File: src/common/matmul_pkg.sv
package matmul_pkg;

  // edge length of the PE grid, rows and columns alike
  parameter int dim = 4;

  // bits per matrix element
  parameter int elem_w = 16;

  // accumulator is twice the element width
  parameter int acc_w = 2 * elem_w;

  // one unsigned matrix element
  typedef logic [elem_w-1:0] elem_t;

  // per-cell running sum of products
  typedef logic [acc_w-1:0] acc_t;

  // dim lanes side by side, lane 0 in the low bits
  // carries an operand word (A column + B row) or one C row
  typedef elem_t [dim-1:0] row_t;

endpackage

File: src/design/result_buffer.sv
`timescale 1ns/100ps

module result_buffer #(
  parameter int buffer_rows  = 8,
  parameter int sink_credits = 2
) (
  input  logic             clk,
  input  logic             reset,
  input  logic             push,
  input  logic             credit_return,
  input  matmul_pkg::row_t push_row,
  output logic             tile_room,
  output logic             out_valid,
  output matmul_pkg::row_t out_row
);
  import matmul_pkg::*;

  localparam int ptr_w    = (buffer_rows > 1) ? $clog2(buffer_rows) : 1;
  localparam int fill_w   = $clog2(buffer_rows + 1);
  localparam int credit_w = $clog2(sink_credits + 1);

  row_t                mem [buffer_rows];
  logic [ptr_w-1:0]    wr_ptr;
  logic [ptr_w-1:0]    rd_ptr;
  logic [fill_w-1:0]   fill;
  logic [credit_w-1:0] credits;
  logic                pop;

  // circular wrap, depth need not be a power of two
  function automatic logic [ptr_w-1:0] ptr_inc(input logic [ptr_w-1:0] p);
    return (p == ptr_w'(buffer_rows - 1)) ? '0 : p + 1'b1;
  endfunction

  // a row leaves only with data queued and a credit in hand
  assign out_valid = (fill != '0) && (credits != '0);
  assign pop       = out_valid;
  assign out_row   = mem[rd_ptr];

  // space for one full tile of rows
  assign tile_room = fill <= fill_w'(buffer_rows - dim);

  always_ff @(posedge clk) begin
    if (push) begin
      mem[wr_ptr] <= push_row;
    end
  end

  always_ff @(posedge clk) begin
    if (reset) begin
      wr_ptr <= '0;
      rd_ptr <= '0;
      fill   <= '0;
    end else begin
      if (push) begin
        wr_ptr <= ptr_inc(wr_ptr);
      end
      if (pop) begin
        rd_ptr <= ptr_inc(rd_ptr);
      end
      // push and pop together leave fill unchanged
      case ({push, pop})
        2'b10:   fill <= fill + 1'b1;
        2'b01:   fill <= fill - 1'b1;
        default: fill <= fill;
      endcase
    end
  end

  // sink starts with sink_credits slots
  // a send and a returned credit may share a cycle
  always_ff @(posedge clk) begin
    if (reset) begin
      credits <= credit_w'(sink_credits);
    end else begin
      case ({credit_return, pop})
        2'b10:   credits <= credits + 1'b1;
        2'b01:   credits <= credits - 1'b1;
        default: credits <= credits;
      endcase
    end
  end

endmodule

File: config.mk
export PLATFORM = sky130hd
export DESIGN_NAME = result_buffer
export DESIGN_NICKNAME = d
export VERILOG_FILES = /design/src/common/matmul_pkg.sv /design/src/design/result_buffer.sv
export SDC_FILE = /design/constraint.sdc
export NUM_CORES = 1
export LEC_CHECK = 0
export BUFFER_PORTS_ARGS = -buffer_cell sky130_fd_sc_hd__buf_4
export CORE_UTILIZATION = 45
export CTS_CLUSTER_DIAMETER = 60
export DETAILED_ROUTE_END_ITERATION = 8
export PLACE_DENSITY_LB_ADDON = 0.08
export SKIP_LAST_GASP = 1
export SLEW_MARGIN = 20
export SYNTH_ARGS = -nofsm -noshare
export SYNTH_HDL_FRONTEND = slang
export SYNTH_SLANG_ARGS = --single-unit
export TNS_END_PERCENT = 10
File: constraint.sdc
create_clock -name clk -period 7.5 [get_ports clk]
set_input_delay 1.125 -clock clk [delete_from_list [all_inputs] [get_ports clk]]
set_output_delay 1.125 -clock clk [all_outputs]
set_load 0.03 [all_outputs]
==> metrics <==
DIE WIDTH between 200 and 250 µm; syn_nets between 800 and 900; Final #Nets about 1100; area leader, netlist edfxtp_1; Max Slew Vio Count 0; TritonCTS Buffers 55; Worst path max stage delay 0.83 ns; sequential share of the synthesized area 0.785; Initial Util 0.460; Max-cap violations 0; synth unique cells 29; clk sink count roughly 530; max_slew headroom 0.301; Fin Setup TNS 0 ns; Worst VDD drop 0.000231 V; hold_buf cts 0; row cnt 76; Pre-antenna DRT Iters 5; IO Pins between 100 and 150; maximum buffer depth of the clock tree 3; cell with the most instances after synthesis edfxtp_1; Worst-Skew Late Latency about 0.6 ns; critical path's most frequent cell buf_4; largest net degree at the start of global routing 63; logic gate share of total power 0.264; R2R depth 3; Synth Area per Inst ~24 µm²; remaining global-route overflow 0; wire per inst 24.0 µm; R2R Path Start wr_ptr[2]; Worst Tran Pin Value approximately 1.0 ns; worst r2r dst mem[1][41]; CTS tree yes; antenna violations before repair 1; Int Pwr 5.84 mW; critical path endpoint category output port; gpl congestion ~0.68; number of H-tree levels 2; Buffers on Ports roughly 130; Clock Power Share 0.314; Hold Crit Start rd_ptr[1]; critical path type reg -> out; sequential share of power 0.422; Fill cells around 3400; Placement Setup Slack 3.55 ns; Multi-input gate area slightly above 4000 µm²; Overall Global Routing Usage 0.180; worst path required time roughly 6.4 ns; smallest setup slack after layout around 3 ns; core area roughly 43000 µm²; die area around 45000 µm²; flip-flop and latch count after synthesis 527; P_sw 2.30 mW; R2R Setup Slk roughly 4.8 ns; pwr dens between 300 and 400 nW/µm²; critical path arrival ~3.3 ns; clock transition at the registers of the reported paths around 0.06 ns; Detail Route Antenna Nets 0; CP cell instances buf_4 -> mux4_2 -> mux2_2 -> buf_4; Hold Fails Final Rpt 0; detailed-route DRC error count 0; area of the mapped netlist approximately 20000 µm²; slowest CP cell buf_4; Tcrit/Tclk final 0.593; top cells by count, synth edfxtp_1 (512), mux4_2 (128), mux2_2 (65), nor2_1 (18), dfxtp_1 (15); CTS resizes 0; Leakage 7.47 nW; vias in the first global route roughly 9400; Hold Crit Class reg -> reg; Initial DRC Count 472; FMAX roughly 0.22 GHz; Area Overhead vs Synth 17.0%; clk_skew approximately 0.011 ns; ratio of cells with drive above 1 in the final layout 0.414; ant diodes 0; die height around 210 µm; via count a little under 9000; global-route wire length before repair between 50000 and 60000 µm; largest cells by area after synthesis edfxtp_1 (77%), mux4_2 (14%), mux2_2 (3.7%), dfxtp_1 (1.5%), buf_6 (0.68%); Hold Worst Slack 0.531 ns; Post-synth top flop edfxtp_1; Gate Count Post-Synth 823; Buf/Inv on CP 2; fin crit period 4.45 ns; Async SR Flop Fraction 0; RSZ-0062 raised after global routing false; Register Area roughly 16000 µm²; total wire length 38900 µm; worst-path maximum fanout between 40 and 50; Post-synth EDFFs between 500 and 600; post-synth top area share 0.770; final setup fails 0; critical path launch point type flop; postcts setup bufs 0; Switching Fraction 0.282; DP HPWL ~20000 µm; Root Buffer Master clkbuf_16; cell family contributing the most delay on the critical path buffers and inverters; yosys warns 0; outcome finished clean; DR vias/cell roughly 5.4; Hold Path Cell Cnt 2
## per-stage QoR
step / utilization / std cells / area [µm²] / power (mW)
2_1_floorplan: - / 823 / 20000 / 5.10
6_report: 0.538 / 1620 / 23300 / 8.14
5_1_grt: 0.538 / 1620 / 23300 / 8.49
3_5_place_dp: 0.499 / 1521 / 21600 / 5.70
4_1_cts: 0.538 / 1619 / 23300 / 8.28
3_3_place_gp: 0.499 / 1521 / 21600 / 5.69
## registers in the layout, summed over array words and instances, names as in the netlist, named ones only
register	cells
mem	512
rd_ptr	3
wr_ptr	3
credits	2
fill	4
## cell families (layout without fill, tap and decap cells)
logic type      count (synthesis)  count (layout)  share of synthesized area
flops                         527             527                      0.785
buf+inv                        38             250                     0.0122
compound gates                 11              11                    0.00320
simple gates                   36              36                    0.00834
mux                           198             198                      0.184
fa+ha+maj                       8               8                    0.00502
xor+xnor                        5               5                    0.00219
## power by group through the flow
stage,combinational [mW],clock (mW),sequential [mW]
floorplan,1.69,0,3.41
global placement,2.18,0,3.50
detailed placement,2.19,0,3.51
CTS,2.20,2.63,3.44
global route,2.30,2.74,3.46
finish,2.15,2.55,3.44
## worst max-delay path by stage
stage | start | end | depth (start not counted)
3_3_place_gp | flop | out_row[16] | 4
3_5_place_dp | flop | out_row[7] | 4
4_1_cts | flop | out_row[7] | 4
6_report | flop | out_row[7] | 4
5_1_grt | flop | out_row[7] | 4
2_1_floorplan | push | mem[0][0] | 2
## cell usage in the layout (no fill, tap or decap), types with 5 or more instances in the layout
master     instances
a21oi_1            5
ha_1               8
dfxtp_1           12
nor2_1            12
mux2i_1            5
mux2_2            65
buf_4            149
mux4_2           128
inv_6              5
clkbuf_16         55
clkinv_1          16
edfxtp_1         512
clkbuf_1          10
nor2_4             6
clkinv_2           7
## metal layers
metal | wire length (µm) | vias up | GRT usage
met5 | 17 | - | 0
met4 | 875 | 2 | 0.0610
li1 | - | 3847 | -
met3 | 2080 | 63 | 0.0368
met2 | 18900 | 208 | 0.289
met1 | 17000 | 4675 | 0.246
## worst register-to-register path, stage by stage, from the launching register on
cell	delay, ns
dfxtp_1	0.33
nand2b_1	0.31
nor2_4	0.88
buf_4	0.76
## area by class of cell
type                    count  area share
clock buffers              65      0.0606
flip-flops and latches    527       0.672
repair buffers            150      0.0491
inverters                   2    0.000322
well taps                 585      0.0314
clock inverters            33      0.0114
multi-input cells         258       0.175
Power figures use the tool's default switching activity.
