## config.mk

```make
export PLATFORM = sky130hd
export DESIGN_NAME = tile_sequencer
export DESIGN_NICKNAME = d
export VERILOG_FILES = /design/src/common/matmul_pkg.sv /design/src/design/tile_sequencer.sv
export SDC_FILE = /design/constraint.sdc
export NUM_CORES = 1
export LEC_CHECK = 0
export BUFFER_PORTS_ARGS = -buffer_cell sky130_fd_sc_hd__buf_2
export CORE_AREA = 2 2 126 128
export DETAILED_ROUTE_END_ITERATION = 8
export DIE_AREA = 0 0 128 130
export GPL_ROUTABILITY_DRIVEN = 1
export PLACE_DENSITY_LB_ADDON = 0.12
export REMOVE_ABC_BUFFERS = 1
export SETUP_SLACK_MARGIN = 0.5
export SYNTH_ARGS = -nofsm -noshare
export SYNTH_HDL_FRONTEND = slang
export SYNTH_SLANG_ARGS = --single-unit
```

## constraint.sdc

```tcl
create_clock -name clk -period 6.4 [get_ports clk]
set_clock_uncertainty 0.05 [all_clocks]
set_input_delay 1.28 -clock clk [delete_from_list [all_inputs] [get_ports clk]]
set_output_delay 1.28 -clock clk [all_outputs]
set_load 0.01 [all_outputs]
```

## src/common/matmul_pkg.sv

```systemverilog
package matmul_pkg;

  // edge length of the PE grid, rows and columns alike
  parameter int dim = 4;

  // bits per matrix element
  parameter int elem_w = 16;

  // accumulator is twice the element width
  parameter int acc_w = 2 * elem_w;

  // one unsigned matrix element
  typedef logic [elem_w-1:0] elem_t;

  // per-cell running sum of products
  typedef logic [acc_w-1:0] acc_t;

  // dim lanes side by side, lane 0 in the low bits
  // carries an operand word (A column + B row) or one C row
  typedef elem_t [dim-1:0] row_t;

endpackage

```

## src/design/tile_sequencer.sv

```systemverilog
`timescale 1ns/100ps

module tile_sequencer (
  input  logic             clk,
  input  logic             reset,
  input  logic             in_valid,
  input  logic             tile_room,
  input  matmul_pkg::row_t c_rows [matmul_pkg::dim],
  output logic             ready,
  output logic             accept,
  output logic             array_clear,
  output logic             push,
  output matmul_pkg::row_t push_row
);
  import matmul_pkg::*;

  // row i is final after count 2*dim-2+i, captured one count later
  localparam int first_capture = 2 * dim - 1;
  localparam int last_capture  = 3 * dim - 2;
  // push of the last row, also the clear cycle
  localparam int last_count    = 3 * dim - 1;
  localparam int cnt_w         = $clog2(last_count + 1);
  localparam int row_w         = $clog2(dim);

  logic             busy;
  logic [cnt_w-1:0] count;
  logic             capture;
  logic [cnt_w-1:0] cap_offset;

  // new tile only when idle and the buffer has room for a whole tile
  // busy runs through the last push, so tile_room already counts that row
  assign ready = !busy && tile_room;

  // word 0 needs ready, words 1..dim-1 follow unconditionally
  assign accept = busy ? (count < cnt_w'(dim)) : (ready && in_valid);

  // accumulators zeroed in idle cycles and after the last capture
  assign array_clear = busy ? (count == cnt_w'(last_count)) : !accept;

  assign capture    = busy && (count >= cnt_w'(first_capture)) &&
                      (count <= cnt_w'(last_capture));
  assign cap_offset = count - cnt_w'(first_capture);

  // count 0 is the idle accept cycle, busy holds counts 1..last_count
  always_ff @(posedge clk) begin
    if (reset) begin
      busy  <= 1'b0;
      count <= '0;
    end else if (!busy) begin
      if (accept) begin
        busy  <= 1'b1;
        count <= cnt_w'(1);
      end
    end else if (count == cnt_w'(last_count)) begin
      busy  <= 1'b0;
      count <= '0;
    end else begin
      count <= count + 1'b1;
    end
  end

  // one row per cycle, row 0 first
  always_ff @(posedge clk) begin
    if (reset) begin
      push <= 1'b0;
    end else begin
      push <= capture;
    end
  end

  always_ff @(posedge clk) begin
    if (capture) begin
      push_row <= c_rows[cap_offset[row_w-1:0]];
    end
  end

endmodule

```

==> results.sh <==
export IMPL_grt_max_degree=37
export IMPL_post_route_period_util_pct=51.76
export IMPL_layout_commonest_cell="buf_2"
export IMPL_dp_cells=687
export IMPL_clock_root_buffer="clkbuf_16"
export IMPL_antenna_found_initial=2
export IMPL_crit_top_cell="buf_2"
export IMPL_start_kind="input pin"
export IMPL_cts_sinks=70
export IMPL_crit_cells=4
export IMPL_required_ps=5070
export IMPL_clockBufferDepth=2
export IMPL_fmax_ghz=0.3019
export IMPL_cts_setup_buffers=0
export IMPL_crit_family="compound AO/OA/AOI/OAI gates"
export IMPL_critPathArrivalTime_ps=1980
export IMPL_max_slew_margin_pct=44.92
export IMPL_worstRegToRegCells=5
export IMPL_setup_violations=0
export IMPL_synth_area_leaders="edfxtp_1, mux4_2, dfxtp_1, buf_4, clkbuf_1"
export IMPL_gp_congestion=0.8120
export IMPL_io_buffers=327
export IMPL_intPower_mw=0.9251
export IMPL_endpoint="array_clear"
export IMPL_cts_htree_levels=3
export IMPL_hold_path_class="reg -> reg"
export IMPL_die_area_sq_mm=0.01664
export IMPL_crit_fanout=5
export IMPL_slowest_stage="a21oi_1"
export IMPL_drt_iter0_drc=160
export IMPL_ioPinCount=328
export IMPL_dr_pass1_iters=4
export IMPL_grt_use_total_pct=14.91
export IMPL_dr_total_vias=3258
export IMPL_placed_area_sq_mm=0.005578
export IMPL_rows=46
export IMPL_wl_per_cell_um=19.01
export IMPL_min_period_ps=3312
export IMPL_synth_cell_area_sq_mm=0.003749
export IMPL_r2r_slack_ps=3350
export IMPL_cp_end_kind="output port"
export IMPL_fin_area_sq_mm=0.005827
export IMPL_crit_type="in -> out"
export IMPL_p_leak_nw=2.472
export IMPL_tritoncts="done"
export IMPL_fin_nets=767
export IMPL_wirelength_mm=13.37
export IMPL_slew_violations=0
export IMPL_cts_resized=0
export IMPL_grt_pass1_wl_mm=18.24
export IMPL_layout_drive_gt1_share_pct=79.76
export IMPL_layout_cells_non_filler=703
export IMPL_hold_buffers=0
export IMPL_outcome="finished, final reports clean"
export IMPL_numCtsBuffers=9
export IMPL_dieWidth_um=128
export IMPL_synth_top_cell_by_area="edfxtp_1"
export IMPL_hold_depth=2
export IMPL_p_switching_mw=0.2652
export IMPL_path_cells="buf_2 > a21oi_1 > a41o_1 > buf_2"
export IMPL_reg2reg_from="count[0]"
export IMPL_p_clk_share_pct=35.6
export IMPL_drv_cap=0
export IMPL_ant_nets=0
export IMPL_combPwrFrac_pct=20.1
export IMPL_seq_area_frac_synth_pct=54.47
export IMPL_worst_skew_pair_late_latency_ps=320
export IMPL_clkTransAtPathRegs_ps=50
export IMPL_tightest_slew_ps=824.5
export IMPL_area_growth_pct=55.44
export IMPL_synth_top_area_share_pct=51.27
export IMPL_grt_remaining_overflow=0
export IMPL_yosys_warnings=0
export IMPL_place_hpwl_mm=10.84
export IMPL_core_sq_mm=0.01542
export IMPL_cpPeakStageDelay_ps=300
export IMPL_drc_errors=0
export IMPL_hold_viol=0
export IMPL_synth_ff_latch_count=70
export IMPL_syn_inst=181
export IMPL_pwr_share_seq_pct=44.3
export IMPL_rsz0062_at_grt="false"
export IMPL_avgSynthCellArea_sq_um=20.71
export IMPL_final_cell_mix="buf_2, mux4_2, edfxtp_1, clkbuf_16"
export IMPL_die_h_um=130
export IMPL_peakVddDrop_mv=0.1090
export IMPL_fillers=1545
export IMPL_grt_pass1_vias=3213
export IMPL_start_util_pct=24.30
export IMPL_cp_num_buf_inv=2
export IMPL_switching_share_pct=22.28
export IMPL_synth_distinct_cells=23
export IMPL_r2r_end="push_row[36]"
export IMPL_power_density_mw_per_mm2=204.3
export IMPL_worstSetupStartpoint="in_valid"
export IMPL_vias_per_cell=4.634
-- through the flow --
stage,utilization [%],worst slack [ps],power [mW],setup TNS [ps],hold slack [ps]
after global placement,36.16,3102,0.7770,0,474.1
after floorplan,-,-484.4,0.6835,-31000,429.9
final,37.78,3088,1.190,0,473.0
after CTS,37.74,3084,1.216,0,476.8
after global routing,37.78,3004,1.247,0,544.0
after detailed placement,36.16,3085,0.7804,0,463.8
-- cell type report --
cell class	count	area, sq um	area share, %
Sequential cell	70	2046	35.11
Timing Repair Buffer	330	1659	28.47
Multi-Input combinational cell	93	1625	27.89
Tap cell	192	240.2	4.123
Clock buffer	9	225.2	3.865
Clock inverter	5	18.77	0.3221
Inverter	2	7.507	0.1288
Antenna cell	2	5.005	0.08589
-- worst register-to-register path, delay by kind of cell (launching register included) --
kind            cells  cell delay, ps
simple gates        2             840
flops               1             740
buf+inv             1             580
fa+ha+maj           1             350
compound gates      1              70
-- synthesized netlist by cell type, drive strengths merged --
cell type,instances
edfxtp,64
mux4,64
buf,9
clkbuf,7
dfxtp,6
nand2,4
nor2,4
a21oi,3
nor2b,3
o21ai,3
inv,2
nand3,2
a221oi,1
a311oi,1
a31oi,1
a32oi,1
a41o,1
and3b,1
ha,1
nand3b,1
nor3b,1
or3,1
-- metal layers --
metal | vias to the layer above | global-route usage (%) | part of all wire, %
li1 | 1466 | - | -
met4 | 0 | 7.886 | 2.9
met2 | 172 | 26.58 | 54
met1 | 1597 | 16.65 | 37
met3 | 23 | 3.526 | 6.7
met5 | - | 0 | 0
-- sequential cells by signal (all words and copies together) (netlist names) --
register	cells
push	1
count	4
push_row	64
busy	1
-- how the worst min path moves through the flow --
stage                          end      from  slack (ps)
after floorplan           count[1]  count[1]         430
after global placement    count[1]  count[1]         470
after detailed placement  count[1]  count[1]         460
after CTS                 count[1]  count[1]         480
after global routing      count[1]  count[1]         540
final                     count[1]  count[1]         470
-- power groups by stage --
stage / clock, mW / sequential (mW) / combinational (mW)
after CTS: 0.444 / 0.528 / 0.245
after floorplan: 0 / 0.543 / 0.140
after global routing: 0.459 / 0.529 / 0.259
final: 0.424 / 0.527 / 0.240
after detailed placement: 0 / 0.537 / 0.243
after global placement: 0 / 0.537 / 0.240
-- cells by family after synthesis --
group	synth area share (%)
buffers and inverters	2.437
adder cells (fa/ha/maj)	0.3337
multiplexers	38.45
AND/OR/NAND/NOR	2.370
AO/OA/AOI/OAI	1.936
flip-flops	54.47
Power figures use the tool's default switching activity.
