File: src/common/matmul_pkg.sv
package matmul_pkg;

  // edge length of the PE grid, rows and columns alike
  parameter int dim = 4;

  // bits per matrix element
  parameter int elem_w = 16;

  // accumulator is twice the element width
  parameter int acc_w = 2 * elem_w;

  // one unsigned matrix element
  typedef logic [elem_w-1:0] elem_t;

  // per-cell running sum of products
  typedef logic [acc_w-1:0] acc_t;

  // dim lanes side by side, lane 0 in the low bits
  // carries an operand word (A column + B row) or one C row
  typedef elem_t [dim-1:0] row_t;

endpackage

File: src/design/operand_skew.sv
`timescale 1ns/100ps

module operand_skew (
  input  logic             clk,
  input  logic             reset,
  input  logic             accept,
  input  matmul_pkg::row_t in_a_col,
  input  matmul_pkg::row_t in_b_row,
  output matmul_pkg::row_t a_lanes,
  output matmul_pkg::row_t b_lanes
);
  import matmul_pkg::*;

  // zeros outside the operand window
  row_t a_gated;
  row_t b_gated;

  assign a_gated = accept ? in_a_col : '0;
  assign b_gated = accept ? in_b_row : '0;

  for (genvar i = 0; i < dim; i++) begin : g_lane
    if (i == 0) begin : g_direct
      // lane 0 enters the grid in the accept cycle
      assign a_lanes[i] = a_gated[i];
      assign b_lanes[i] = b_gated[i];
    end else begin : g_delay
      // A and B of one lane move together, [0] = A, [1] = B
      elem_t [1:0] pipe [i];

      always_ff @(posedge clk) begin
        if (reset) begin
          for (int s = 0; s < i; s++) begin
            pipe[s] <= '0;
          end
        end else begin
          pipe[0] <= {b_gated[i], a_gated[i]};
          for (int s = 1; s < i; s++) begin
            pipe[s] <= pipe[s-1];
          end
        end
      end

      // tap after i stages
      assign a_lanes[i] = pipe[i-1][0];
      assign b_lanes[i] = pipe[i-1][1];
    end
  end

endmodule

File: config.mk
export PLATFORM = sky130hd
export DESIGN_NAME = operand_skew
export DESIGN_NICKNAME = d
export VERILOG_FILES = /design/src/common/matmul_pkg.sv /design/src/design/operand_skew.sv
export SDC_FILE = /design/constraint.sdc
export NUM_CORES = 1
export LEC_CHECK = 0
export BUFFER_PORTS_ARGS = -buffer_cell sky130_fd_sc_hd__clkbuf_2
export CAP_MARGIN = 40
export CORE_MARGIN = 5
export CORE_UTILIZATION = 32
export CTS_BUF_LIST = sky130_fd_sc_hd__clkbuf_16
export DETAILED_ROUTE_END_ITERATION = 6
export PLACE_DENSITY = 0.64
export SYNTH_ARGS = -nofsm -noshare
export SYNTH_HDL_FRONTEND = slang
export SYNTH_SLANG_ARGS = --single-unit
export TNS_END_PERCENT = 5
File: constraint.sdc
create_clock -name clk -period 1.6 [get_ports clk]
set_input_delay 0.32 -clock clk [delete_from_list [all_inputs] [get_ports clk]]
set_output_delay 0.32 -clock clk [all_outputs]
set_load 0.05 [all_outputs]
==> impl_metrics.csv, run 1 <==
group,metric,value,unit
clock_network,cts_tree,"done",
placed_design,dpl.hpwl,9.666,mm
placed_design,gp_congestion,0.7836,
detailed_routing,drt_first_pass_iters,3,
timing,slew_violations,0,
timing,fmax,688.9,MHz
critical_path,end_kind,"output pin",
timing,hold_viol,0,
timing,setup-tns-final,0,ns
final_layout,top_regs,"g_lane.g_delay.pipe (192)",
synth,yosys_warnings,0,
worst_hold_path,hp-class,"in -> reg",
critical_path,critPathKind,"in -> out",
final_layout,layout.nets,836,
final_layout,antenna_cells,0,
placed_design,placed_area,7249,um2
critical_path,crit_arrival,1.13,ns
timing,slew_headroom,75.20,%
final_layout,final_area,7871,um2
floorplanning,fp.dieH,148.4,um
clock_network,ctsHoldBuffers,0,
clock_network,clkTransAtPathRegs,0.08,ns
power,powerDensity,1307,nW/um2
detailed_routing,drc_errors,0,
critical_path,crit_chain,"buf_4 > and2_1 > clkbuf_2",
floorplanning,fp.dieArea,22040,um2
synth,ys_seq_elements,192,
synth,ys_seq_area_share,62.67,%
power,p_seq_share,48.2,%
final_layout,layout.cells.non_filler,952,
floorplanning,initial_core_util,32.68,%
clock_network,cts_setup_buffers,0,
timing,finalSetupViolations,0,
clock_network,insertion_delay,0.41,ns
timing,worstMarginPinSlew,0.3720,ns
global_route,grt_max_degree,76,
power,p_sw,2.619,mW
power,p_int,7.668,mW
synth,syn_area_per_cell,11.91,um2
power,ir_drop,0.0006652,V
clock_network,cts-buffers-inserted,17,
detailed_routing,vias,3811,
synth,synth_edf_count,0,
clock_network,clockBufferDepth,2,
clock_network,cts_resized,0,
global_route,grt-ovfl-total,0,
power,p_sw_share,25.46,%
final_layout,final_core_util,41.94,%
synth,synth_flop_cell,"dfxtp_1",
timing,skew,0.003687,ns
critical_path,critPathRequiredTime,1.28,ns
critical_path,critPathLaunchType,"input port",
timing,fin_crit_sh,90.72,%
synth,synth.most_common_cell,"dfxtp_1",
synth,synth_top_area_share,62.67,%
detailed_routing,wl_per_cell,13.44,um
global_route,grt_pass1_vias,3947,
global_route,antenna_found_initial,0,
run,maxCapViolations,0,
synth,syn-cell-area,6133,um2
detailed_routing,ant_nets,0,
final_layout,largest_reg_flops,192,
floorplanning,dieWidth,148.4,um
clock_network,cts_root_buffer,"clkbuf_16",
synth,ys_top_cells_by_count,"dfxtp_1 (192), and3b_1 (96), nor2b_1 (96)",
clock_network,htreeDepth,4,
synth,synth_area_leaders,"dfxtp_1 (63%), and3b_1 (14%), nor2b_1 (9.8%)",
timing,holdWs,0.1273,ns
power,comb_power_share,9.4,%
placed_design,dp.cells,920,
final_layout,drive_gt1_share,42.06,%
timing,rsz0062_at_grt,"no",
power,power.leakage,4.051,nW
critical_path,critPathBufInv,2,
placed_design,io_buffers,258,
status,status,"finished, final reports clean",
global_route,grt_pass1_wl,20.24,mm
synth,synth_cell_type_count,8,
power,power_frac_clock,42.4,%
floorplanning,core_area,18770,um2
floorplanning,rows,50,
synth,synthArstFlopShare,0,%
detailed_routing,vias_per_cell,4.003,
final_layout,fillers,1793,
critical_path,slowest_delay,0.33,ns
critical_path,cp_top_family,"buffers and inverters",
final_layout,syn2layout_area_growth,28.34,%
clock_network,cts.sinks,192,
critical_path,crit_fanout,52,
floorplanning,io_pins,259,
synth,syn_nets,646,
detailed_routing,wl,12.80,mm
final_layout,top_register,"g_lane.g_delay.pipe",
critical_path,slowest_stage,"buf_4",
synth,postSynthCellCount,515,
global_route,grt_use_total,11.87,%
synth,synth_top_cell_by_area,"dfxtp_1",
timing,finalCriticalPeriod,1.452,ns
detailed_routing,drtIter0Drc,75,
-- routing by layer --
metal  vias to the layer above  track usage, %  wire length, um
li1                       1950               -                -
met4                         0           4.573              189
met3                        14           4.418              928
met1                      1694           13.02             5095
met5                         -               0                0
met2                       153           20.82             6586
-- cell families (layout without fill, tap and decap cells) --
logic type | Yosys count | after routing | synth area share, %
buf+inv | 99 | 302 | 10.57
flops | 192 | 192 | 62.67
simple gates | 224 | 224 | 26.76
-- power groups by stage --
| stage | sequential (mW) | combinational, mW | clock, mW |
|---|---|---|---|
| after global routing | 4.97 | 1.03 | 4.73 |
| after CTS | 4.96 | 0.979 | 4.51 |
| after floorplan | 5.18 | 0.573 | 0 |
| after detailed placement | 5.07 | 0.978 | 0 |
| final | 4.96 | 0.965 | 4.36 |
| after global placement | 5.07 | 0.972 | 0 |
-- layout make-up --
class	count	area, um2	share of cell area, %
flip-flops and latches	192	3844	48.83
multi-input cells	224	1642	20.86
repair buffers	270	1471	18.69
clock buffers	17	425.4	5.405
well taps	234	292.8	3.720
clock inverters	15	196.4	2.496
-- cells in the final DEF (no fill, tap or decap), drive strengths merged --
| cell type | instances |
|---|---|
| and3b | 96 |
| buf | 18 |
| clkinv | 3 |
| nor2b | 96 |
| bufinv | 2 |
| and2 | 32 |
| clkbuf | 269 |
| dfxtp | 192 |
| inv | 8 |
| clkinvlp | 2 |
-- metrics by stage --
| stage | setup slack (ns) | power, mW |
|---|---|---|
| detailed placement | 0.1474 | 6.048 |
| global placement | 0.1820 | 6.039 |
| global route | 0.06170 | 10.73 |
| floorplan | 0.2365 | 5.750 |
| finish | 0.1485 | 10.29 |
| CTS | 0.1441 | 10.45 |
-- worst paths after layout --
kind	start	endpoint	slack (ns)	cells after the start
max	accept	a_lanes[4]	0.15	3
min	in_b_row[38]	g_lane[2].g_delay.pipe[0][22]	0.13	2
max reg2reg	g_lane[2].g_delay.pipe[0][2]	g_lane[2].g_delay.pipe[0][34]	1.06	1
min reg2reg	g_lane[3].g_delay.pipe[0][22]	g_lane[3].g_delay.pipe[0][54]	0.43	1
Note: power is estimated with default switching activity, not from simulation.
==> run 2, diff against run 1 <==
CORE_UTILIZATION = 45   (was 32)
PLACE_DENSITY = 0.83   (was 0.64)
==> impl_metrics.csv, run 2 (same netlist as run 1, synthesis figures left out) <==
group,metric,value,unit
global_route,grt-ovfl-total,0,
power,p_seq_share,49.3,%
timing,finalCriticalPeriod,1.451,ns
final_layout,regArea,3844,um2
clock_network,htreeDepth,4,
timing,fin_crit_sh,90.66,%
global_route,grt_max_degree,106,
timing,slew_headroom,76.92,%
timing,fmax,689.4,MHz
power,comb_power_share,10.0,%
power,p_sw_share,24.16,%
timing,finalSetupViolations,0,
global_route,antenna_found_initial,1,
detailed_routing,wl_per_cell,14.04,um
global_route,grt_pass1_wl,19.22,mm
clock_network,cts_resized,0,
floorplanning,io_pins,259,
floorplanning,fp.dieArea,16060,um2
placed_design,gp_congestion,0.7783,
timing,worstMarginPinSlew,0.3462,ns
floorplanning,core_area,13300,um2
global_route,grt_pass1_vias,3938,
floorplanning,rows,42,
critical_path,critPathKind,"in -> out",
timing,hold_viol,0,
placed_design,dpl.hpwl,9.282,mm
critical_path,crit_fanout,67,
clock_network,clkTransAtPathRegs,0.07,ns
power,p_int,7.639,mW
detailed_routing,drt_first_pass_iters,4,
power,power_frac_clock,40.8,%
clock_network,cts-buffers-inserted,17,
power,power.leakage,4.068,nW
clock_network,insertion_delay,0.42,ns
power,ir_drop,0.0005944,V
clock_network,clockBufferDepth,2,
power,p_sw,2.434,mW
critical_path,end_kind,"output pin",
final_layout,layout.nets,829,
critical_path,critPathLaunch,"accept",
timing,holdWs,0.1310,ns
critical_path,r2r_slack,1.05,ns
timing,skew,0.006332,ns
worst_hold_path,hp-class,"in -> reg",
final_layout,largest_reg_flops,192,
clock_network,ctsHoldBuffers,0,
critical_path,cp-endpoint,"b_lanes[7]",
critical_path,r2r_start,"g_lane[3].g_delay.pipe[0][53]",
critical_path,critPathLaunchType,"input port",
global_route,grt_use_total,15.59,%
detailed_routing,drtIter0Drc,115,
final_layout,top_register,"g_lane.g_delay.pipe",
timing,setup-tns-final,0,ns
final_layout,top_regs,"g_lane.g_delay.pipe (192)",
critical_path,r2r_cells,1,
final_layout,drive_gt1_share,41.21,%
final_layout,fillers,1075,
status,status,"finished, final reports clean",
clock_network,cts_tree,"done",
detailed_routing,drc_errors,0,
final_layout,multiInputGateArea,1642,um2
detailed_routing,wl,12.47,mm
timing,slew_violations,0,
power,powerDensity,1277,nW/um2
final_layout,layout_commonest_cell,"clkbuf_2",
floorplanning,dieWidth,126.7,um
final_layout,syn2layout_area_growth,28.58,%
detailed_routing,vias_per_cell,4.244,
detailed_routing,vias,3769,
clock_network,cts_root_buffer,"clkbuf_16",
critical_path,r2r-end,"g_lane[3].g_delay.pipe[0][85]",
floorplanning,initial_core_util,46.13,%
critical_path,crit_arrival,1.13,ns
floorplanning,fp.dieH,126.7,um
clock_network,cts_setup_buffers,0,
final_layout,final_cell_mix,"clkbuf_2 (241), dfxtp_1 (192), and3b_1 (96), nor2b_1 (96), and2_1 (32)",
run,maxCapViolations,0,
clock_network,cts.sinks,192,
placed_design,io_buffers,258,
timing,rsz0062_at_grt,"no",
critical_path,critPathRequiredTime,1.28,ns
detailed_routing,ant_nets,0,
## run 2: cell types whose count changed in the layout (fill, tap and decap cells not counted), sizes merged
cell	previous run	this run
clkinvlp	2	0
diode	0	1
buf	18	22
clkinv	3	5
clkbuf	269	258
## run 2: cell type report
class / instances / share of cell area [%]
antenna: 1 / 0.03173
clock buffer: 17 / 5.394
clock inverter: 15 / 2.015
multi-input combinational: 224 / 20.82
sequential: 192 / 48.74
tap: 176 / 2.792
timing repair buffer: 263 / 20.21
## run 2: power groups by stage
stage / Combinational (mW) / Sequential, mW / Clock [mW]
global route: 1.07 / 4.97 / 4.43
global placement: 1.00 / 5.06 / 0
detailed placement: 1.01 / 5.07 / 0
floorplan: 0.573 / 5.18 / 0
CTS: 1.02 / 4.96 / 4.21
finish: 1.01 / 4.96 / 4.11
## run 2: critical path, stage by stage
cell and delay, ns:
buf_2 0.11, buf_12 0.22, and2_1 0.18, clkbuf_2 0.28
## run 2: layer usage
layer  part of all wire, %  vias up  global-route usage [%]
met5                     0        -                       0
met4                   3.3        0                   8.833
met3                   7.9       28                   6.347
met2                    54      154                   27.83
met1                    35     1655                   15.18
li1                      -     1932                       -
## run 2: how the worst min path moves through the flow
stage | to | slack (ns) | cells past startpoint | startpoint
floorplan | g_lane[2].g_delay.pipe[0][32] | 0.41 | 1 | g_lane[2].g_delay.pipe[0][0]
global placement | g_lane[2].g_delay.pipe[0][43] | 0.41 | 1 | g_lane[2].g_delay.pipe[0][11]
detailed placement | g_lane[2].g_delay.pipe[0][41] | 0.42 | 1 | g_lane[2].g_delay.pipe[0][9]
CTS | g_lane[3].g_delay.pipe[0][6] | 0.11 | 2 | in_a_col[54]
global route | g_lane[1].g_delay.pipe[0][25] | 0.11 | 2 | in_b_row[25]
finish | g_lane[3].g_delay.pipe[0][3] | 0.13 | 2 | in_a_col[51]
## run 2: metrics by stage
step	instance area, um2	cells	total power, mW	utilization, %	setup WS (ns)
floorplan	6133	515	5.750	-	0.2365
global placement	7300	855	6.069	54.90	0.2162
detailed placement	7300	855	6.085	54.90	0.1584
CTS	7884	887	10.19	59.30	0.1449
global route	7886	888	10.48	59.32	0.08823
finish	7886	888	10.07	59.32	0.1494
==> run 3, diff against run 2 <==
BUFFER_PORTS_ARGS = unset   (was -buffer_cell sky130_fd_sc_hd__clkbuf_2)
DONT_BUFFER_PORTS = 1   (was unset)
PLACE_DENSITY = 0.67   (was 0.83)
==> impl_metrics.csv, run 3 (same netlist as run 1, synthesis figures left out) <==
group,metric,value,unit
detailed_routing,drtIter0Drc,135,
critical_path,crit_fanout,1,
timing,worstMarginPinSlew,0.5346,ns
detailed_routing,drt_first_pass_iters,4,
placed_design,io_buffers,0,
timing,finalCriticalPeriod,1.388,ns
global_route,grt_max_degree,132,
detailed_routing,drc_errors,0,
run,maxCapViolations,0,
final_layout,final_core_util,50.00,%
final_layout,top_regs,"g_lane.g_delay.pipe (192)",
detailed_routing,wl_per_cell,17.40,um
clock_network,insertion_delay,0.41,ns
clock_network,ctsHoldBuffers,35,
detailed_routing,wl,11.43,mm
placed_design,dp.cells,592,
timing,fmax,720.7,MHz
clock_network,htreeDepth,4,
detailed_routing,ant_nets,0,
timing,holdWs,0.05763,ns
floorplanning,rows,42,
critical_path,end_kind,"output pin",
power,power.leakage,3.062,nW
final_layout,regArea,3844,um2
final_layout,layout.nets,601,
final_layout,top_register,"g_lane.g_delay.pipe",
final_layout,multiInputGateArea,1642,um2
critical_path,critPathKind,"reg -> out",
floorplanning,core_area,13300,um2
final_layout,layout_commonest_cell,"dfxtp_1",
timing,hold_viol,0,
timing,skew,0.005999,ns
clock_network,cts-buffers-inserted,17,
critical_path,crit_arrival,1.07,ns
floorplanning,dieWidth,126.7,um
global_route,antenna_found_initial,1,
timing,fin_crit_sh,86.72,%
final_layout,drive_gt1_share,5.625,%
timing,rsz0062_at_grt,"no",
critical_path,critPathRequiredTime,1.28,ns
global_route,grt_pass1_wl,17.40,mm
final_layout,final_cell_mix,"dfxtp_1 (192), and3b_1 (96), nor2b_1 (96)",
global_route,grt_use_total,14.18,%
floorplanning,fp.dieArea,16060,um2
clock_network,cts_root_buffer,"clkbuf_16",
final_layout,syn2layout_area_growth,8.384,%
floorplanning,initial_core_util,46.13,%
floorplanning,io_pins,259,
global_route,grt-ovfl-total,0,
clock_network,clkTransAtPathRegs,0.06,ns
final_layout,largest_reg_flops,192,
worst_hold_path,hp-class,"in -> reg",
floorplanning,fp.dieH,126.7,um
timing,slew_violations,0,
timing,finalSetupViolations,0,
final_layout,fillers,1152,
clock_network,clockBufferDepth,2,
global_route,grt_pass1_vias,3214,
clock_network,cts_tree,"done",
power,ir_drop,0.0006481,V
clock_network,cts_resized,0,
placed_design,dpl.hpwl,7.416,mm
timing,slew_headroom,64.31,%
detailed_routing,vias_per_cell,4.524,
final_layout,layout.cells.non_filler,657,
power,powerDensity,1452,nW/um2
status,status,"finished, final reports clean",
clock_network,cts_setup_buffers,0,
power,totalPowerFinal,9.653,mW
detailed_routing,vias,2972,
timing,setup-tns-final,0,ns
critical_path,critPathLaunchType,"flop",
placed_design,gp_congestion,0.8025,
clock_network,cts.sinks,192,
[run 3: cell count changes in the layout (fill, tap and decap cells not counted), sizes merged]
cell / change
clkbuf: -241
dlygate4sd3: +34
buf: -21
inv: -6
clkinvlp: +3
bufinv: +1
clkinv: -1
[run 3: layer usage]
layer | wire length (um) | track usage (%) | vias up
met4 | 155 | 6.057 | 0
met2 | 6221 | 25.22 | 146
met1 | 4171 | 14.33 | 1343
li1 | - | - | 1473
met3 | 881 | 6.389 | 10
met5 | 0 | 0 | -
[run 3: final timing paths]
check | cells past startpoint | from | slack, ns | end
setup / recovery | 0 | g_lane[2].g_delay.pipe[0][52] | 0.21 | b_lanes[36]
hold / removal | 1 | in_a_col[29] | 0.06 | g_lane[1].g_delay.pipe[0][13]
setup reg to reg | 2 | g_lane[3].g_delay.pipe[0][7] | 0.48 | g_lane[3].g_delay.pipe[0][39]
hold reg to reg | 1 | g_lane[3].g_delay.pipe[0][22] | 0.43 | g_lane[3].g_delay.pipe[0][54]
[run 3: cell type report]
class / count / area share (%)
sequential: 192 / 57.82
multi-input combinational: 224 / 24.69
clock buffer: 17 / 6.399
timing repair buffer: 35 / 5.534
tap: 176 / 3.313
clock inverter: 12 / 2.202
antenna: 1 / 0.03764
[run 3: report_power, final]
group	internal [mW]	switching, mW
Clock	2.42	1.64
Sequential	4.93	0.283
Combinational	0.153	0.224
[run 3: metrics by stage]
| step | worst slack [ns] | cell area [um2] |
|---|---|---|
| floorplan | 0.2365 | 6133 |
| detailed placement | 0.5101 | 5705 |
| CTS | 0.1818 | 6645 |
| global placement | 0.5162 | 5705 |
| finish | 0.2125 | 6648 |
| global route | 0.1699 | 6648 |
